<file path="src/hdl/amul_consts.svh">
`ifndef AMUL_CONSTS_SVH
`define AMUL_CONSTS_SVH

// ***********************************************************
// Datapath widths
// ***********************************************************

// Multiplier operand width, the approximation table is built for 16 only
`define AMUL_OP_W 16

// Room for 256 full-scale products before the sum wraps
`define AMUL_ACC_W 40

// ***********************************************************
// Channel sizing
// ***********************************************************

`define AMUL_Q_DEPTH 2 // Enough for one strobe per two cycles
`define AMUL_CNT_W 8

`endif

</file>
<file path="src/hdl/amul_pkg.sv">
`include "amul_consts.svh"

package amul_pkg;

    // Operands and products are two's complement
    typedef logic signed [`AMUL_OP_W-1:0] operand_t;
    typedef logic signed [2*`AMUL_OP_W-1:0] product_t;

    typedef logic signed [`AMUL_ACC_W-1:0] acc_t;

    typedef logic [0:0] chan_id_t; // Index of one of the two channels

    // IDLE holds an empty sum, ACCUM a partial one, FLUSH reports the result
    typedef enum logic [1:0] {
        IDLE,
        ACCUM,
        FLUSH
    } chan_state_t;

endpackage

</file>
<file path="src/hdl/approx_mult_16x16.sv">
module approx_mult_16x16 import amul_pkg::*; (
    input  operand_t x,
    input  operand_t y,
    output product_t z
);

    // Baugh-Wooley rows, row i belongs to multiplier bit x[i]
    logic [15:0] row [16];

    // Sparse column terms that stand in for rows 0 to 5
    logic [20:0] corr_a;
    logic [20:0] corr_b;
    logic [20:0] corr_c;
    logic [20:0] corr_d;

    logic [31:0] sum;

    always_comb begin
        for (int i = 0; i < 15; i++) begin
            row[i][14:0] = y[14:0] & {15{x[i]}};
            row[i][15]   = ~(y[15] & x[i]); // Inverted sign term
        end
        // The sign row of x is inverted except for the sign-by-sign bit
        row[15][14:0] = ~(y[14:0] & {15{x[15]}});
        row[15][15]   = y[15] & x[15];
    end

    // ***********************************************************
    // Correction table for the low rows
    // ***********************************************************

    always_comb begin
        corr_a     = '0;
        corr_a[2]  = row[0][2] ^ row[1][1];
        corr_a[4]  = row[2][2] ^ row[3][1];
        corr_a[6]  = row[0][6] ^ row[1][5];
        corr_a[7]  = row[0][6] & row[1][5];
        corr_a[8]  = row[4][3] & row[5][2];
        corr_a[10] = row[4][5] & row[5][4];
        corr_a[11] = row[0][11] ^ row[1][10];
        corr_a[12] = row[2][10] ^ row[3][9];
        corr_a[14] = row[0][14] ^ row[1][13];
        corr_a[15] = row[2][12] & row[3][11];
        corr_a[16] = 1'b1;                  // Constant correction bit
        corr_a[17] = row[1][15];
        corr_a[18] = row[2][15] & row[3][14];
        corr_a[19] = row[4][14] & row[5][13];
        corr_a[20] = row[4][15] & row[5][14];
    end

    always_comb begin
        corr_b     = '0;
        corr_b[8]  = row[4][4] ^ row[5][3];
        corr_b[11] = row[2][9] ^ row[3][8];
        corr_b[12] = row[4][7] & row[5][6];
        corr_b[15] = row[4][10] & row[5][9];
        corr_b[16] = row[4][12] ^ row[5][11];
        corr_b[17] = row[2][14] & row[3][13];
        corr_b[18] = row[3][15];
        corr_b[19] = row[4][15] ^ row[5][14];
        corr_b[20] = row[5][15];
    end

    // The last two vectors only touch the columns near the top of the low rows
    always_comb begin
        corr_c     = '0;
        corr_c[17] = row[2][15] ^ row[3][14];
        corr_c[18] = row[4][13] & row[5][12];
    end

    always_comb begin
        corr_d     = '0;
        corr_d[17] = row[4][12] ^ row[5][11];
        corr_d[18] = row[4][14] ^ row[5][13];
    end

    // ***********************************************************
    // Final sum
    // ***********************************************************

    always_comb begin
        sum = 32'h0;
        for (int i = 6; i < 15; i++) begin
            sum = sum + (32'(row[i]) << i); // Exact rows
        end
        sum = sum + (32'({1'b1, row[15]}) << 15);
        sum = sum + 32'(corr_a) + 32'(corr_b) + 32'(corr_c) + 32'(corr_d);
    end

    assign z = product_t'(sum); // Wraps modulo 2^32 like the plain adder tree

endmodule

</file>
<file path="src/hdl/dot_engine_top.sv">
module dot_engine_top import amul_pkg::*; (
    input  logic     clk,
    input  logic     rst_n,
    input  logic     in_valid_0,
    input  operand_t in_a_0,
    input  operand_t in_b_0,
    input  logic     in_last_0,
    output logic     dot_valid_0,
    output acc_t     dot_sum_0,
    input  logic     in_valid_1,
    input  operand_t in_a_1,
    input  operand_t in_b_1,
    input  logic     in_last_1,
    output logic     dot_valid_1,
    output acc_t     dot_sum_1
);

    logic     req0;
    operand_t req_a0;
    operand_t req_b0;
    logic     gnt0;
    logic     req1;
    operand_t req_a1;
    operand_t req_b1;
    logic     gnt1;

    // Shared product bus, each channel picks its own tag
    logic     prod_valid;
    chan_id_t prod_id;
    product_t prod;

    mac_channel #(.chan_index(1'b0)) chan0_i (
        .clk(clk), .rst_n(rst_n),
        .in_valid(in_valid_0), .in_a(in_a_0), .in_b(in_b_0), .in_last(in_last_0),
        .req(req0), .req_a(req_a0), .req_b(req_b0), .gnt(gnt0),
        .prod_valid(prod_valid), .prod_id(prod_id), .prod(prod),
        .dot_valid(dot_valid_0), .dot_sum(dot_sum_0)
    );

    mac_channel #(.chan_index(1'b1)) chan1_i (
        .clk(clk), .rst_n(rst_n),
        .in_valid(in_valid_1), .in_a(in_a_1), .in_b(in_b_1), .in_last(in_last_1),
        .req(req1), .req_a(req_a1), .req_b(req_b1), .gnt(gnt1),
        .prod_valid(prod_valid), .prod_id(prod_id), .prod(prod),
        .dot_valid(dot_valid_1), .dot_sum(dot_sum_1)
    );

    mult_arbiter arb_i (
        .clk(clk), .rst_n(rst_n),
        .req0(req0), .req_a0(req_a0), .req_b0(req_b0), .gnt0(gnt0),
        .req1(req1), .req_a1(req_a1), .req_b1(req_b1), .gnt1(gnt1),
        .prod_valid(prod_valid), .prod_id(prod_id), .prod(prod)
    );

endmodule

</file>
<file path="src/hdl/mac_channel.sv">
`include "amul_consts.svh"

module mac_channel import amul_pkg::*; #(
    parameter chan_id_t chan_index = 1'b0
) (
    input  logic     clk,
    input  logic     rst_n,
    input  logic     in_valid,
    input  operand_t in_a,
    input  operand_t in_b,
    input  logic     in_last,
    output logic     req,
    output operand_t req_a,
    output operand_t req_b,
    input  logic     gnt,
    input  logic     prod_valid,
    input  chan_id_t prod_id,
    input  product_t prod,
    output logic     dot_valid,
    output acc_t     dot_sum
);

    localparam int DEPTH = `AMUL_Q_DEPTH;
    localparam int PTR_W = (DEPTH > 1) ? $clog2(DEPTH) : 1;
    localparam int CNT_W = $clog2(DEPTH + 1);

    // ***********************************************************
    // Operand queue
    // ***********************************************************

    operand_t   q_a    [DEPTH];
    operand_t   q_b    [DEPTH];
    logic       q_last [DEPTH];
    logic [PTR_W-1:0] wr_ptr;
    logic [PTR_W-1:0] rd_ptr;
    logic [CNT_W-1:0] count;

    // Last flags of granted items, aligned with the two arbiter stages
    logic [1:0] fl_last;

    logic        my_prod;
    chan_state_t state;
    acc_t        acc;
    acc_t        acc_base;

    always_ff @(posedge clk) begin
        if (in_valid) begin
            q_a[wr_ptr]    <= in_a;
            q_b[wr_ptr]    <= in_b;
            q_last[wr_ptr] <= in_last;
        end
    end

    always_ff @(posedge clk) begin
        if (!rst_n) begin
            wr_ptr <= '0;
            rd_ptr <= '0;
            count  <= '0;
        end else begin
            if (in_valid) begin
                wr_ptr <= (wr_ptr == PTR_W'(DEPTH - 1)) ? '0 : wr_ptr + 1'b1;
            end
            if (gnt) begin
                rd_ptr <= (rd_ptr == PTR_W'(DEPTH - 1)) ? '0 : rd_ptr + 1'b1;
            end
            count <= count + CNT_W'(in_valid) - CNT_W'(gnt);
        end
    end

    assign req   = (count != '0);
    assign req_a = q_a[rd_ptr];
    assign req_b = q_b[rd_ptr];

    always_ff @(posedge clk) begin
        if (!rst_n) begin
            fl_last <= 2'b00;
        end else begin
            fl_last <= {fl_last[0], gnt & q_last[rd_ptr]};
        end
    end

    // ***********************************************************
    // Accumulator
    // ***********************************************************

    assign my_prod  = prod_valid && (prod_id == chan_index);
    assign acc_base = (state == FLUSH) ? '0 : acc; // The reported sum is dropped

    always_ff @(posedge clk) begin
        if (!rst_n) begin
            state <= IDLE;
            acc   <= '0;
        end else if (my_prod) begin
            acc   <= acc_base + acc_t'(prod); // Sign-extends the product
            state <= fl_last[1] ? FLUSH : ACCUM;
        end else begin
            acc <= acc_base;
            if (state == FLUSH) begin
                state <= IDLE;
            end
        end
    end

    assign dot_valid = (state == FLUSH);
    assign dot_sum   = acc;

endmodule

</file>
<file path="src/hdl/mult_arbiter.sv">
module mult_arbiter import amul_pkg::*; (
    input  logic     clk,
    input  logic     rst_n,
    input  logic     req0,
    input  operand_t req_a0,
    input  operand_t req_b0,
    output logic     gnt0,
    input  logic     req1,
    input  operand_t req_a1,
    input  operand_t req_b1,
    output logic     gnt1,
    output logic     prod_valid,
    output chan_id_t prod_id,
    output product_t prod
);

    chan_id_t last_gnt;

    // Operand stage in front of the multiplier
    logic     s1_valid;
    chan_id_t s1_id;
    operand_t s1_a;
    operand_t s1_b;

    product_t mult_z;

    // Channel 0 wins unless both request and it was served last
    assign gnt0 = req0 & (~req1 | (last_gnt == 1'b1));
    assign gnt1 = req1 & ~gnt0;

    always_ff @(posedge clk) begin
        if (!rst_n) begin
            last_gnt <= 1'b1; // Gives channel 0 the first turn
        end else if (gnt0 | gnt1) begin
            last_gnt <= gnt1;
        end
    end

    always_ff @(posedge clk) begin
        if (!rst_n) begin
            s1_valid <= 1'b0;
        end else begin
            s1_valid <= gnt0 | gnt1;
        end
    end

    always_ff @(posedge clk) begin
        s1_id <= gnt1;
        s1_a  <= gnt1 ? req_a1 : req_a0;
        s1_b  <= gnt1 ? req_b1 : req_b0;
    end

    approx_mult_16x16 mult_i (
        .x (s1_a),
        .y (s1_b),
        .z (mult_z)
    );

    // Product stage, the tag travels with the result
    always_ff @(posedge clk) begin
        if (!rst_n) begin
            prod_valid <= 1'b0;
        end else begin
            prod_valid <= s1_valid;
        end
    end

    always_ff @(posedge clk) begin
        prod_id <= s1_id;
        prod    <= mult_z;
    end

endmodule

</file>
<file path="config.mk">
export PLATFORM = sky130hd
export DESIGN_NAME = dot_engine_top
export DESIGN_NICKNAME = d
export VERILOG_FILES = /design/src/hdl/amul_pkg.sv /design/src/hdl/approx_mult_16x16.sv /design/src/hdl/dot_engine_top.sv /design/src/hdl/mac_channel.sv /design/src/hdl/mult_arbiter.sv
export VERILOG_INCLUDE_DIRS = /design/src /design/src/hdl
export SDC_FILE = /design/constraint.sdc
export NUM_CORES = 1
export LEC_CHECK = 0
export ABC_AREA = 1
export BUFFER_PORTS_ARGS = -buffer_cell sky130_fd_sc_hd__buf_2
export CORE_MARGIN = 5
export CORE_UTILIZATION = 30
export CTS_CLUSTER_DIAMETER = 40
export DETAILED_ROUTE_END_ITERATION = 8
export PLACE_DENSITY_LB_ADDON = 0.2
export SLEW_MARGIN = 10
export SYNTH_ARGS = -nofsm -noshare
export SYNTH_HDL_FRONTEND = slang
export SYNTH_SLANG_ARGS = --single-unit
</file>
<file path="constraint.sdc">
create_clock -name clk -period 6.5 [get_ports clk]
set_input_delay 1.3 -clock clk [delete_from_list [all_inputs] [get_ports clk]]
set_output_delay 1.3 -clock clk [all_outputs]
set_load 0.02 [all_outputs]
</file>
Word-level counts from Yosys, hierarchy flattened
Memories as Yosys holds them, arrays and structs flattened. A register that Yosys moved wholly into a read port is not among the register bits.
Cells that the tools add are included.
- register bits: 165
- memories kept: 6
- memory bits (writable): 132
- output and inout bits: 82
- eq/ne operators: 2
- muxes and demuxes: 32
- bitwise gates (word level): 78
- reduce and logical (&&, ||, !) cells: 6
- $add $sub $neg: 23
- memory list (memory ; words ; width ; read ports ; clocked after Yosys merged registers in ; write ports ; RTL line ; text):
    chan0_i.q_a ; 2 ; 16 ; 1 ; 1 ; 1 ; mac_channel.sv:31 ; operand_t q_a [DEPTH];
    chan0_i.q_b ; 2 ; 16 ; 1 ; 1 ; 1 ; mac_channel.sv:32 ; operand_t q_b [DEPTH];
    chan1_i.q_a ; 2 ; 16 ; 1 ; 1 ; 1 ; mac_channel.sv:31 ;
    chan1_i.q_b ; 2 ; 16 ; 1 ; 1 ; 1 ; mac_channel.sv:32 ;
    chan0_i.q_last ; 2 ; 1 ; 1 ; 1 ; 1 ; mac_channel.sv:33 ; logic q_last [DEPTH];
    chan1_i.q_last ; 2 ; 1 ; 1 ; 1 ; 1 ; mac_channel.sv:33 ;
- operators with widths (operator ; count):
    15-bit AND ; 15
    40-bit 2-to-1 mux ; 4
    40-bit by 32-bit adder with 40-bit output ; 2
    32-bit by 19-bit adder with 32-bit output ; 2
    32-bit by 21-bit adder with 32-bit output ; 2
    32-bit by 29-bit adder with 32-bit output ; 1
    32-bit by 30-bit adder with 32-bit output ; 1
    32-bit adder ; 1
    16-bit 2-to-1 mux ; 2
    1-bit AND ; 30
    28-bit by 28-bit adder with 29-bit output ; 1
    27-bit by 27-bit adder with 28-bit output ; 1
    26-bit by 26-bit adder with 27-bit output ; 1
    25-bit by 25-bit adder with 26-bit output ; 1
    24-bit by 24-bit adder with 25-bit output ; 1
    22-bit by 23-bit adder with 24-bit output ; 1
    1-bit 2-to-1 mux ; 20
    1-bit inverter ; 17
    15-bit inverter ; 1
    14-bit AND ; 1
    2-bit 2-to-1 mux ; 6
    1-bit bitwise XOR ; 12
    2-bit nonzero test ; 4
    1-bit adder, second input constant ; 4
    5 further kinds ; 10

Longest topological paths before layout
Gate-level depths: netlist (run 1).
- word-level depth: 15
- gate-level depth with buffers: 34

Modules after synthesis
A second synthesis (run 1) with hierarchy kept.
- cell total of the unflattened synthesis: 3524
- area total of the unflattened synthesis: 24473.5 um2
- modules (own cells, without submodules) (module ; seq. area each (um2) ; area an instance (um2) ; times used ; cells an instance):
    approx_mult_16x16 ; 0.0 ; 7629.8 ; 1 ; 1179
    mac_channel at chan1_i ; 2962.8 ; 7497.2 ; 1 ; 1080
    mac_channel at chan0_i ; 2962.8 ; 7450.9 ; 1 ; 1082
    mult_arbiter ; 1381.3 ; 1895.6 ; 1 ; 183

Least setup slack after synthesis (run 1)
OpenSTA, ideal clock, no wires.
- kind: register to register
- start: reg arb_i.s1_a[10]
- end: reg arb_i.prod[28]
- cell stages (with the launch flop): 31
- data required time: 6.380 ns
- setup slack: -0.642 ns
- arrival: 7.022 ns
- path buffers: 2
- path through: dfxtp_1 -> clkbuf_1 -> clkbuf_1 -> nand2_1 -> inv_1 -> fa_1 -> fa_1 -> inv_1 -> fa_1 -> inv_1 -> ha_1 -> nand2_1 -> o21ai_0 -> nor2_1 -> o21ai_0 -> a21oi_1 -> xnor2_1 -> fa_1 -> inv_1 -> fa_1 -> inv_1 -> fa_1 -> inv_1 -> fa_1 -> inv_1 -> ha_1 -> a21oi_1 -> o21ai_0 -> a211oi_1 -> nand3_1 -> xor2_1
- longest elaborated chain between the ends: 12
- elaborated cells between the ends (all ways): 13
- classes of those cells: add/sub (10); bitwise (3)
- ends and longest elaborated chain (item ; RTL line ; text):
    start: declaration ; mult_arbiter.sv:22 ; operand_t s1_a;
    start signal: assignment ; mult_arbiter.sv:49 ; s1_a <= gnt1 ? req_a1 : req_a0;
    1-bit AND ; approx_mult_16x16.sv:21 ; row[i][15] = ~(y[15] & x[i]);
    1-bit inverter ; approx_mult_16x16.sv:21 ;
    26-bit by 26-bit adder with 27-bit output * ; approx_mult_16x16.sv:84 ; sum = sum + (32'(row[i]) << i);
    27-bit by 27-bit adder with 28-bit output * ; approx_mult_16x16.sv:84 ;
    28-bit by 28-bit adder with 29-bit output * ; approx_mult_16x16.sv:84 ;
    32-bit by 29-bit adder with 32-bit output * ; approx_mult_16x16.sv:84 ;
    32-bit by 30-bit adder with 32-bit output * ; approx_mult_16x16.sv:84 ;
    32-bit adder * ; approx_mult_16x16.sv:86 ; sum = sum + (32'({1'b1, row[15]}) << 15);
    32-bit by 21-bit adder with 32-bit output * (2 in a row) ; approx_mult_16x16.sv:87 ; sum = sum + 32'(corr_a) + 32'(corr_b) + 32'(corr_c) + 32'(corr_d);
    32-bit by 19-bit adder with 32-bit output * (2 in a row) ; approx_mult_16x16.sv:87 ;
    via arb_i.mult_i.z[28] ; approx_mult_16x16.sv:4 ; output product_t z
    end signal: assignment ; mult_arbiter.sv:70 ; prod <= mult_z;
    end: declaration ; mult_arbiter.sv:14 ; output product_t prod
The timed path passes the listed nets; every way through them passes the cells marked *.
A chain may end at the register's enable or synchronous reset.

Worst setup path in the final report (run 1)
- start: reg arb_i.s1_a[9]
- end: reg arb_i.prod[29]
- longest elaborated chain between the ends: 13
- elaborated cells between the ends (all ways): 14
- classes of those cells: add/sub (11); bitwise (3)
- ends and longest elaborated chain (item ; RTL line):
    1-bit AND ; approx_mult_16x16.sv:21
    1-bit inverter ; approx_mult_16x16.sv:21
    25-bit by 25-bit adder with 26-bit output * ; approx_mult_16x16.sv:84
    26-bit by 26-bit adder with 27-bit output * ; approx_mult_16x16.sv:84
    27-bit by 27-bit adder with 28-bit output * ; approx_mult_16x16.sv:84
    28-bit by 28-bit adder with 29-bit output * ; approx_mult_16x16.sv:84
    32-bit by 29-bit adder with 32-bit output * ; approx_mult_16x16.sv:84
    32-bit by 30-bit adder with 32-bit output * ; approx_mult_16x16.sv:84
    32-bit adder * ; approx_mult_16x16.sv:86
    32-bit by 21-bit adder with 32-bit output * (2 in a row) ; approx_mult_16x16.sv:87
    32-bit by 19-bit adder with 32-bit output * (2 in a row) ; approx_mult_16x16.sv:87
    via arb_i.mult_i.z[29] ; approx_mult_16x16.sv:4
Marked as above.

==> results of run 1 <==
[synth_stat cells, types with 2 or more instances]
| cell | number | share of area (%) |
|---|---|---|
| nand2_1 | 699 | 12 |
| inv_1 | 574 | 9.7 |
| a21oi_1 | 218 | 4.9 |
| nor2_1 | 178 | 3.0 |
| ha_1 | 174 | 9.8 |
| dfxtp_1 | 163 | 15 |
| o21ai_0 | 139 | 3.1 |
| edfxtp_1 | 132 | 18 |
| fa_1 | 123 | 11 |
| nand3_1 | 94 | 2.1 |
| clkbuf_1 | 72 | 1.2 |
| xor2_1 | 59 | 2.3 |
| o211ai_1 | 36 | 1.2 |
| mux2i_1 | 34 | 1.5 |
| xnor2_1 | 24 | 0.95 |
| nor3_1 | 21 | 0.47 |
| nand4_1 | 18 | 0.51 |
| o21bai_1 | 15 | 0.51 |
| nor2_2 | 13 | 0.37 |
| nand2_2 | 12 | 0.34 |
| a21o_1 | 11 | 0.37 |
| buf_2 | 8 | 0.18 |
| inv_2 | 8 | 0.14 |
| buf_1 | 6 | 0.10 |
| nor4_1 | 6 | 0.17 |
| o21a_1 | 6 | 0.20 |
| o21ai_1 | 6 | 0.14 |
| nand3b_1 | 5 | 0.17 |
| a211oi_1 | 3 | 0.10 |
| nand2_4 | 3 | 0.15 |
| a21oi_2 | 2 | 0.079 |
| and2_1 | 2 | 0.056 |
| o31ai_1 | 2 | 0.068 |
[worst max-delay path: cells and delay by family, from the launching register on]
kind	cells	cell delay (ps)
adder cells (fa/ha/maj)	9	3980
buffers and inverters	9	800
AO/OA/AOI/OAI	5	740
AND/OR/NAND/NOR	6	400
flip-flops	1	330
XOR/XNOR	2	280
[state kept, by name (all words and copies together) (netlist names), 16 cells and up, named ones only]
name and cells:
chan1_i.dot_sum 40, chan1_i.q_b 32, arb_i.prod 28, chan1_i.q_a 32, chan0_i.q_a 32, arb_i.s1_b 16
arb_i.s1_a 16, chan0_i.dot_sum 40, chan0_i.q_b 32
[cells by family after synthesis]
kind of cell | after synthesis | synth area share, %
AO/OA/AOI/OAI | 442 | 10.9
flip-flops | 295 | 32.6
AND/OR/NAND/NOR | 1054 | 19.3
multiplexers | 34 | 1.54
adder cells (fa/ha/maj) | 297 | 20.9
buffers and inverters | 669 | 11.4
XOR/XNOR | 83 | 3.28
[repair_timing]
action	CTS	global route
gates resized for setup	126	66
setup buffers	15	6
pin swaps	99	34
endpoints found under the setup margin	16	16
[metrics by stage]
| stage | TNS [ps] | util (%) | setup slack [ps] | instances |
|---|---|---|---|---|
| 4_1_cts | -813 | 38.0 | -169 | 4158 |
| 6_report | -725 | 38.4 | -147 | 4167 |
| 5_1_grt | -4460 | 38.4 | -440 | 4164 |
| 3_3_place_gp | -3840 | 34.5 | -344 | 4040 |
| 2_1_floorplan | 0 | - | 0.753 | 2874 |
| 3_5_place_dp | -4610 | 34.5 | -388 | 4040 |
[layer usage]
metal | global-route usage (%) | part of all wire (%)
met5 | 0 | 0
met4 | 3.80 | 2.0
met3 | 3.06 | 4.9
met2 | 26.4 | 45
met1 | 23.2 | 49
[path summary, 6_finish.rpt]
check	end	start	slack, ps	cells past startpoint
min reg2reg	arb_i.prod_id	arb_i.s1_id	330	0
max	arb_i.prod[29]	arb_i.s1_a[9]	-150	31
min	arb_i.prod_id	arb_i.s1_id	330	0
max reg2reg	arb_i.prod[29]	arb_i.s1_a[9]	-150	31
[final cells by class]
| cell class | count | area [sq um] |
|---|---|---|
| fillers | 7587 | 45000 |
| multi-input cells | 1910 | 13400 |
| flip-flops and latches | 295 | 7260 |
| inverters | 582 | 2180 |
| repair buffers | 314 | 2080 |
| clock buffers | 70 | 1510 |
| well taps | 959 | 1200 |
| clock inverters | 34 | 415 |
| diodes | 3 | 7.51 |
==> flow_metrics.tcl, run 1 <==
set metrics [dict create \
    run_status "finished, violations left" \
    violations "setup timing" \
    antenna_found_initial 5 \
    fin_crit_ps 6650 \
    hpwl_mm 50.6 \
    grt_pass1_wl_mm 104 \
    h-tree-depth 2 \
    track_usage_pct 16.5 \
    synthFlopType "dfxtp_1" \
    yosys_register_bits 295 \
    max_stage_delay_ps 550 \
    cts_tree "yes" \
    hold-worst-slack_ps 329 \
    required_ps 7000 \
    setup_violations 10 \
    io_buffers 151 \
    hold_viol 0 \
    gp_congestion 0.873 \
    grt_max_degree 70 \
    first_global_vias 19100 \
    cts_sinks 295 \
    finalMaxSlewViolations 0 \
    cp-end-kind "flop" \
    placed_cell_area_sq_mm 0.0252 \
    synth_seq_area_share_pct 32.6 \
    cpMostUsedCell "fa_1" \
    pin_count 152 \
    initial_core_util_pct 30.3 \
    die-area_sq_mm 0.0794 \
    avgSynthCellArea_sq_um 7.71 \
    ys_types 41 \
    cts-root-buf "clkbuf_16" \
    synthCells 2874 \
    layout_common_cells "668 x nand2_1, 553 x inv_1, 191 x a21oi_1" \
    cts_buffers 55 \
    criticalPathCategory "flop to flop" \
    hp-class "flop to flop" \
    tightestPinTransition_ps 1130 \
    die_h_microns 282 \
    clock_skew_ps 81.9 \
    via_count 18800 \
    core_area_sq_mm 0.0731 \
    clockBufferDepth 3 \
    routed_wirelength_mm 65.0 \
    cp.arrival_ps 7150 \
    layout.cells.most_common "nand2_1" \
    rows 99 \
    postRouteAntennaNets 0 \
    drive_gt1_share_pct 19.9 \
    synth_fp_nets 3241 \
    drt_iter0_drc 1005 \
    grt_overflow 0 \
    dieWidth_microns 282 \
    synth_edf_count 132 \
    cts_hold_buf 0 \
    cp_slowest_cell "fa_1" \
    ys_warn_count 0 \
    relSlewSlack_pct 24.7 \
    drc_errors 0 \
    rsz0062_at_grt "yes" \
    cp_max_fo 7 \
    fmax_mhz 150 \
    drv_cap 0 \
    clk_latency_ps 640 \
    timing.final.ws_setup_ps -147 \
    drt-pass1-iter-count 5 \
    clk_pin_slew_ps 50 \
    setup.worst_path.start_class "flop" \
    synth.cell_area_sq_mm 0.0222 \
    ys_async_sr_fraction_pct 0 \
    areaGrowthSynthToFinish_pct 26.6 \
    finalCritPeriodShare_pct 102 \
    wl_per_cell_microns 15.6 \
    viasPerCell 4.51 \
    final_cell_area_sq_mm 0.0281 \
    layout.nets 3525 \
]
Power of run 1 is left out: the tool's default activity adds up to more than one toggle a clock period on the data nets, which glitch-free logic cannot reach.
==> inputs of run 2 (changes only) <==
Clock period 6.5 ns to 7.28 ns, I/O delays scaled along.
==> flow_metrics.tcl, run 2 (synthesized netlist as in run 1, its figures left out) <==
set metrics [dict create \
    grt_pass1_wl_mm 102 \
    finalMaxSlewViolations 0 \
    wl_per_cell_microns 15.7 \
    hold_viol 0 \
    cts-root-buf "clkbuf_16" \
    clk_latency_ps 640 \
    initial_core_util_pct 30.3 \
    rows 99 \
    first_global_vias 18400 \
    hpwl_mm 50.7 \
    grt_busiest_layer "met2" \
    pin_count 152 \
    viasPerCell 4.53 \
    finalCritPeriodShare_pct 95.3 \
    cpMostUsedCell "fa_1" \
    fmax_mhz 144 \
    run_status "complete, no violations" \
    hp-class "flop to flop" \
    met1_usage_pct 22.5 \
    via_count 18600 \
    drt-pass1-iter-count 7 \
    h-tree-depth 2 \
    criticalPathCategory "flop to flop" \
    cts_hold_buf 0 \
    postRouteAntennaNets 0 \
    layout.cells.most_common "nand2_1" \
    cts_tree "yes" \
    required_ps 7770 \
    rsz0062_at_grt "yes" \
    use_met3_pct 2.48 \
    cts_buffers 56 \
    cp-end-kind "flop" \
    tightestPinTransition_ps 1100 \
    layout.nets 3459 \
    die-area_sq_mm 0.0794 \
    gp_congestion 0.928 \
    dieWidth_microns 282 \
    clk_pin_slew_ps 50 \
    grt_use_met2_pct 26.7 \
    max_stage_delay_ps 550 \
    cp_slowest_cell "fa_1" \
    setup.worst_path.start_class "flop" \
    setup_violations 0 \
    die_h_microns 282 \
    hold-worst-slack_ps 324 \
    track_usage_pct 16.1 \
    relSlewSlack_pct 26.4 \
    clockBufferDepth 3 \
    drv_cap 0 \
    core_area_sq_mm 0.0731 \
    cp.arrival_ps 7430 \
    nFillCells 7780 \
    antenna_found_initial 0 \
    fin_crit_ps 6940 \
    cts_sinks 295 \
    grt_overflow 0 \
    layout_common_cells "697 x nand2_1, 572 x inv_1, 207 x a21oi_1" \
    n_antenna_cell 0 \
    clock_skew_ps 75.7 \
    grt_max_degree 70 \
    areaGrowthSynthToFinish_pct 21.2 \
    cp_max_fo 9 \
    routed_wirelength_mm 64.3 \
    io_buffers 151 \
    drc_errors 0 \
    drive_gt1_share_pct 14.5 \
    drt_iter0_drc 888 \
]
## run 2: cell type report
cell class	count	area, sq um	share of cell area [%]
multi-input combinational	1910	12700	47.3
sequential	295	7260	27.0
inverter	582	2180	8.13
timing repair buffer	247	1510	5.62
clock buffer	65	1500	5.57
tap	959	1200	4.47
clock inverter	41	513	1.91
## run 2: per-layer routing
layer  up-vias  share of wire [%]
li1       9525                  -
met1      8616                 49
met2       333                 45
met3        80                4.3
met4         0                1.7
met5         -                  0
## run 2: worst paths after layout
check / to / depth (start not counted) / slack, ps / from
max: arb_i.prod[29] / 29 / 340 / arb_i.s1_a[9]
min: arb_i.prod_id / 0 / 320 / arb_i.s1_id
max reg2reg: arb_i.prod[29] / 29 / 340 / arb_i.s1_a[9]
min reg2reg: arb_i.prod_id / 0 / 320 / arb_i.s1_id
## run 2: critical path: cells and delay by family (launching register included)
kind	cells	cell delay [ps]
simple gates	6	450
xor+xnor	2	320
fa+ha+maj	9	4230
buf+inv	6	420
flops	1	410
compound gates	6	950
## run 2: stage by stage
| step | instances | area (sq um) | utilization (%) | setup TNS (ps) | setup WS [ps] |
|---|---|---|---|---|---|
| 2_1_floorplan | 2874 | 22200 | - | 0 | 138 |
| 3_3_place_gp | 3988 | 24500 | 33.5 | -124 | -86.4 |
| 3_5_place_dp | 3988 | 24500 | 33.5 | -525 | -123 |
| 4_1_cts | 4095 | 26500 | 36.3 | 0 | 10.5 |
| 5_1_grt | 4099 | 26900 | 36.8 | -62.2 | -52.3 |
| 6_report | 4099 | 26900 | 36.8 | 0 | 341 |
## run 2: timing repair
item | 4_1_cts | 5_1_grt
buffers inserted | 1 | 4
setup endpoints to repair | 10 | 14
gates resized for setup | 12 | 66
pin swaps | 1 | 20
Power of run 2 is left out for the same reason.
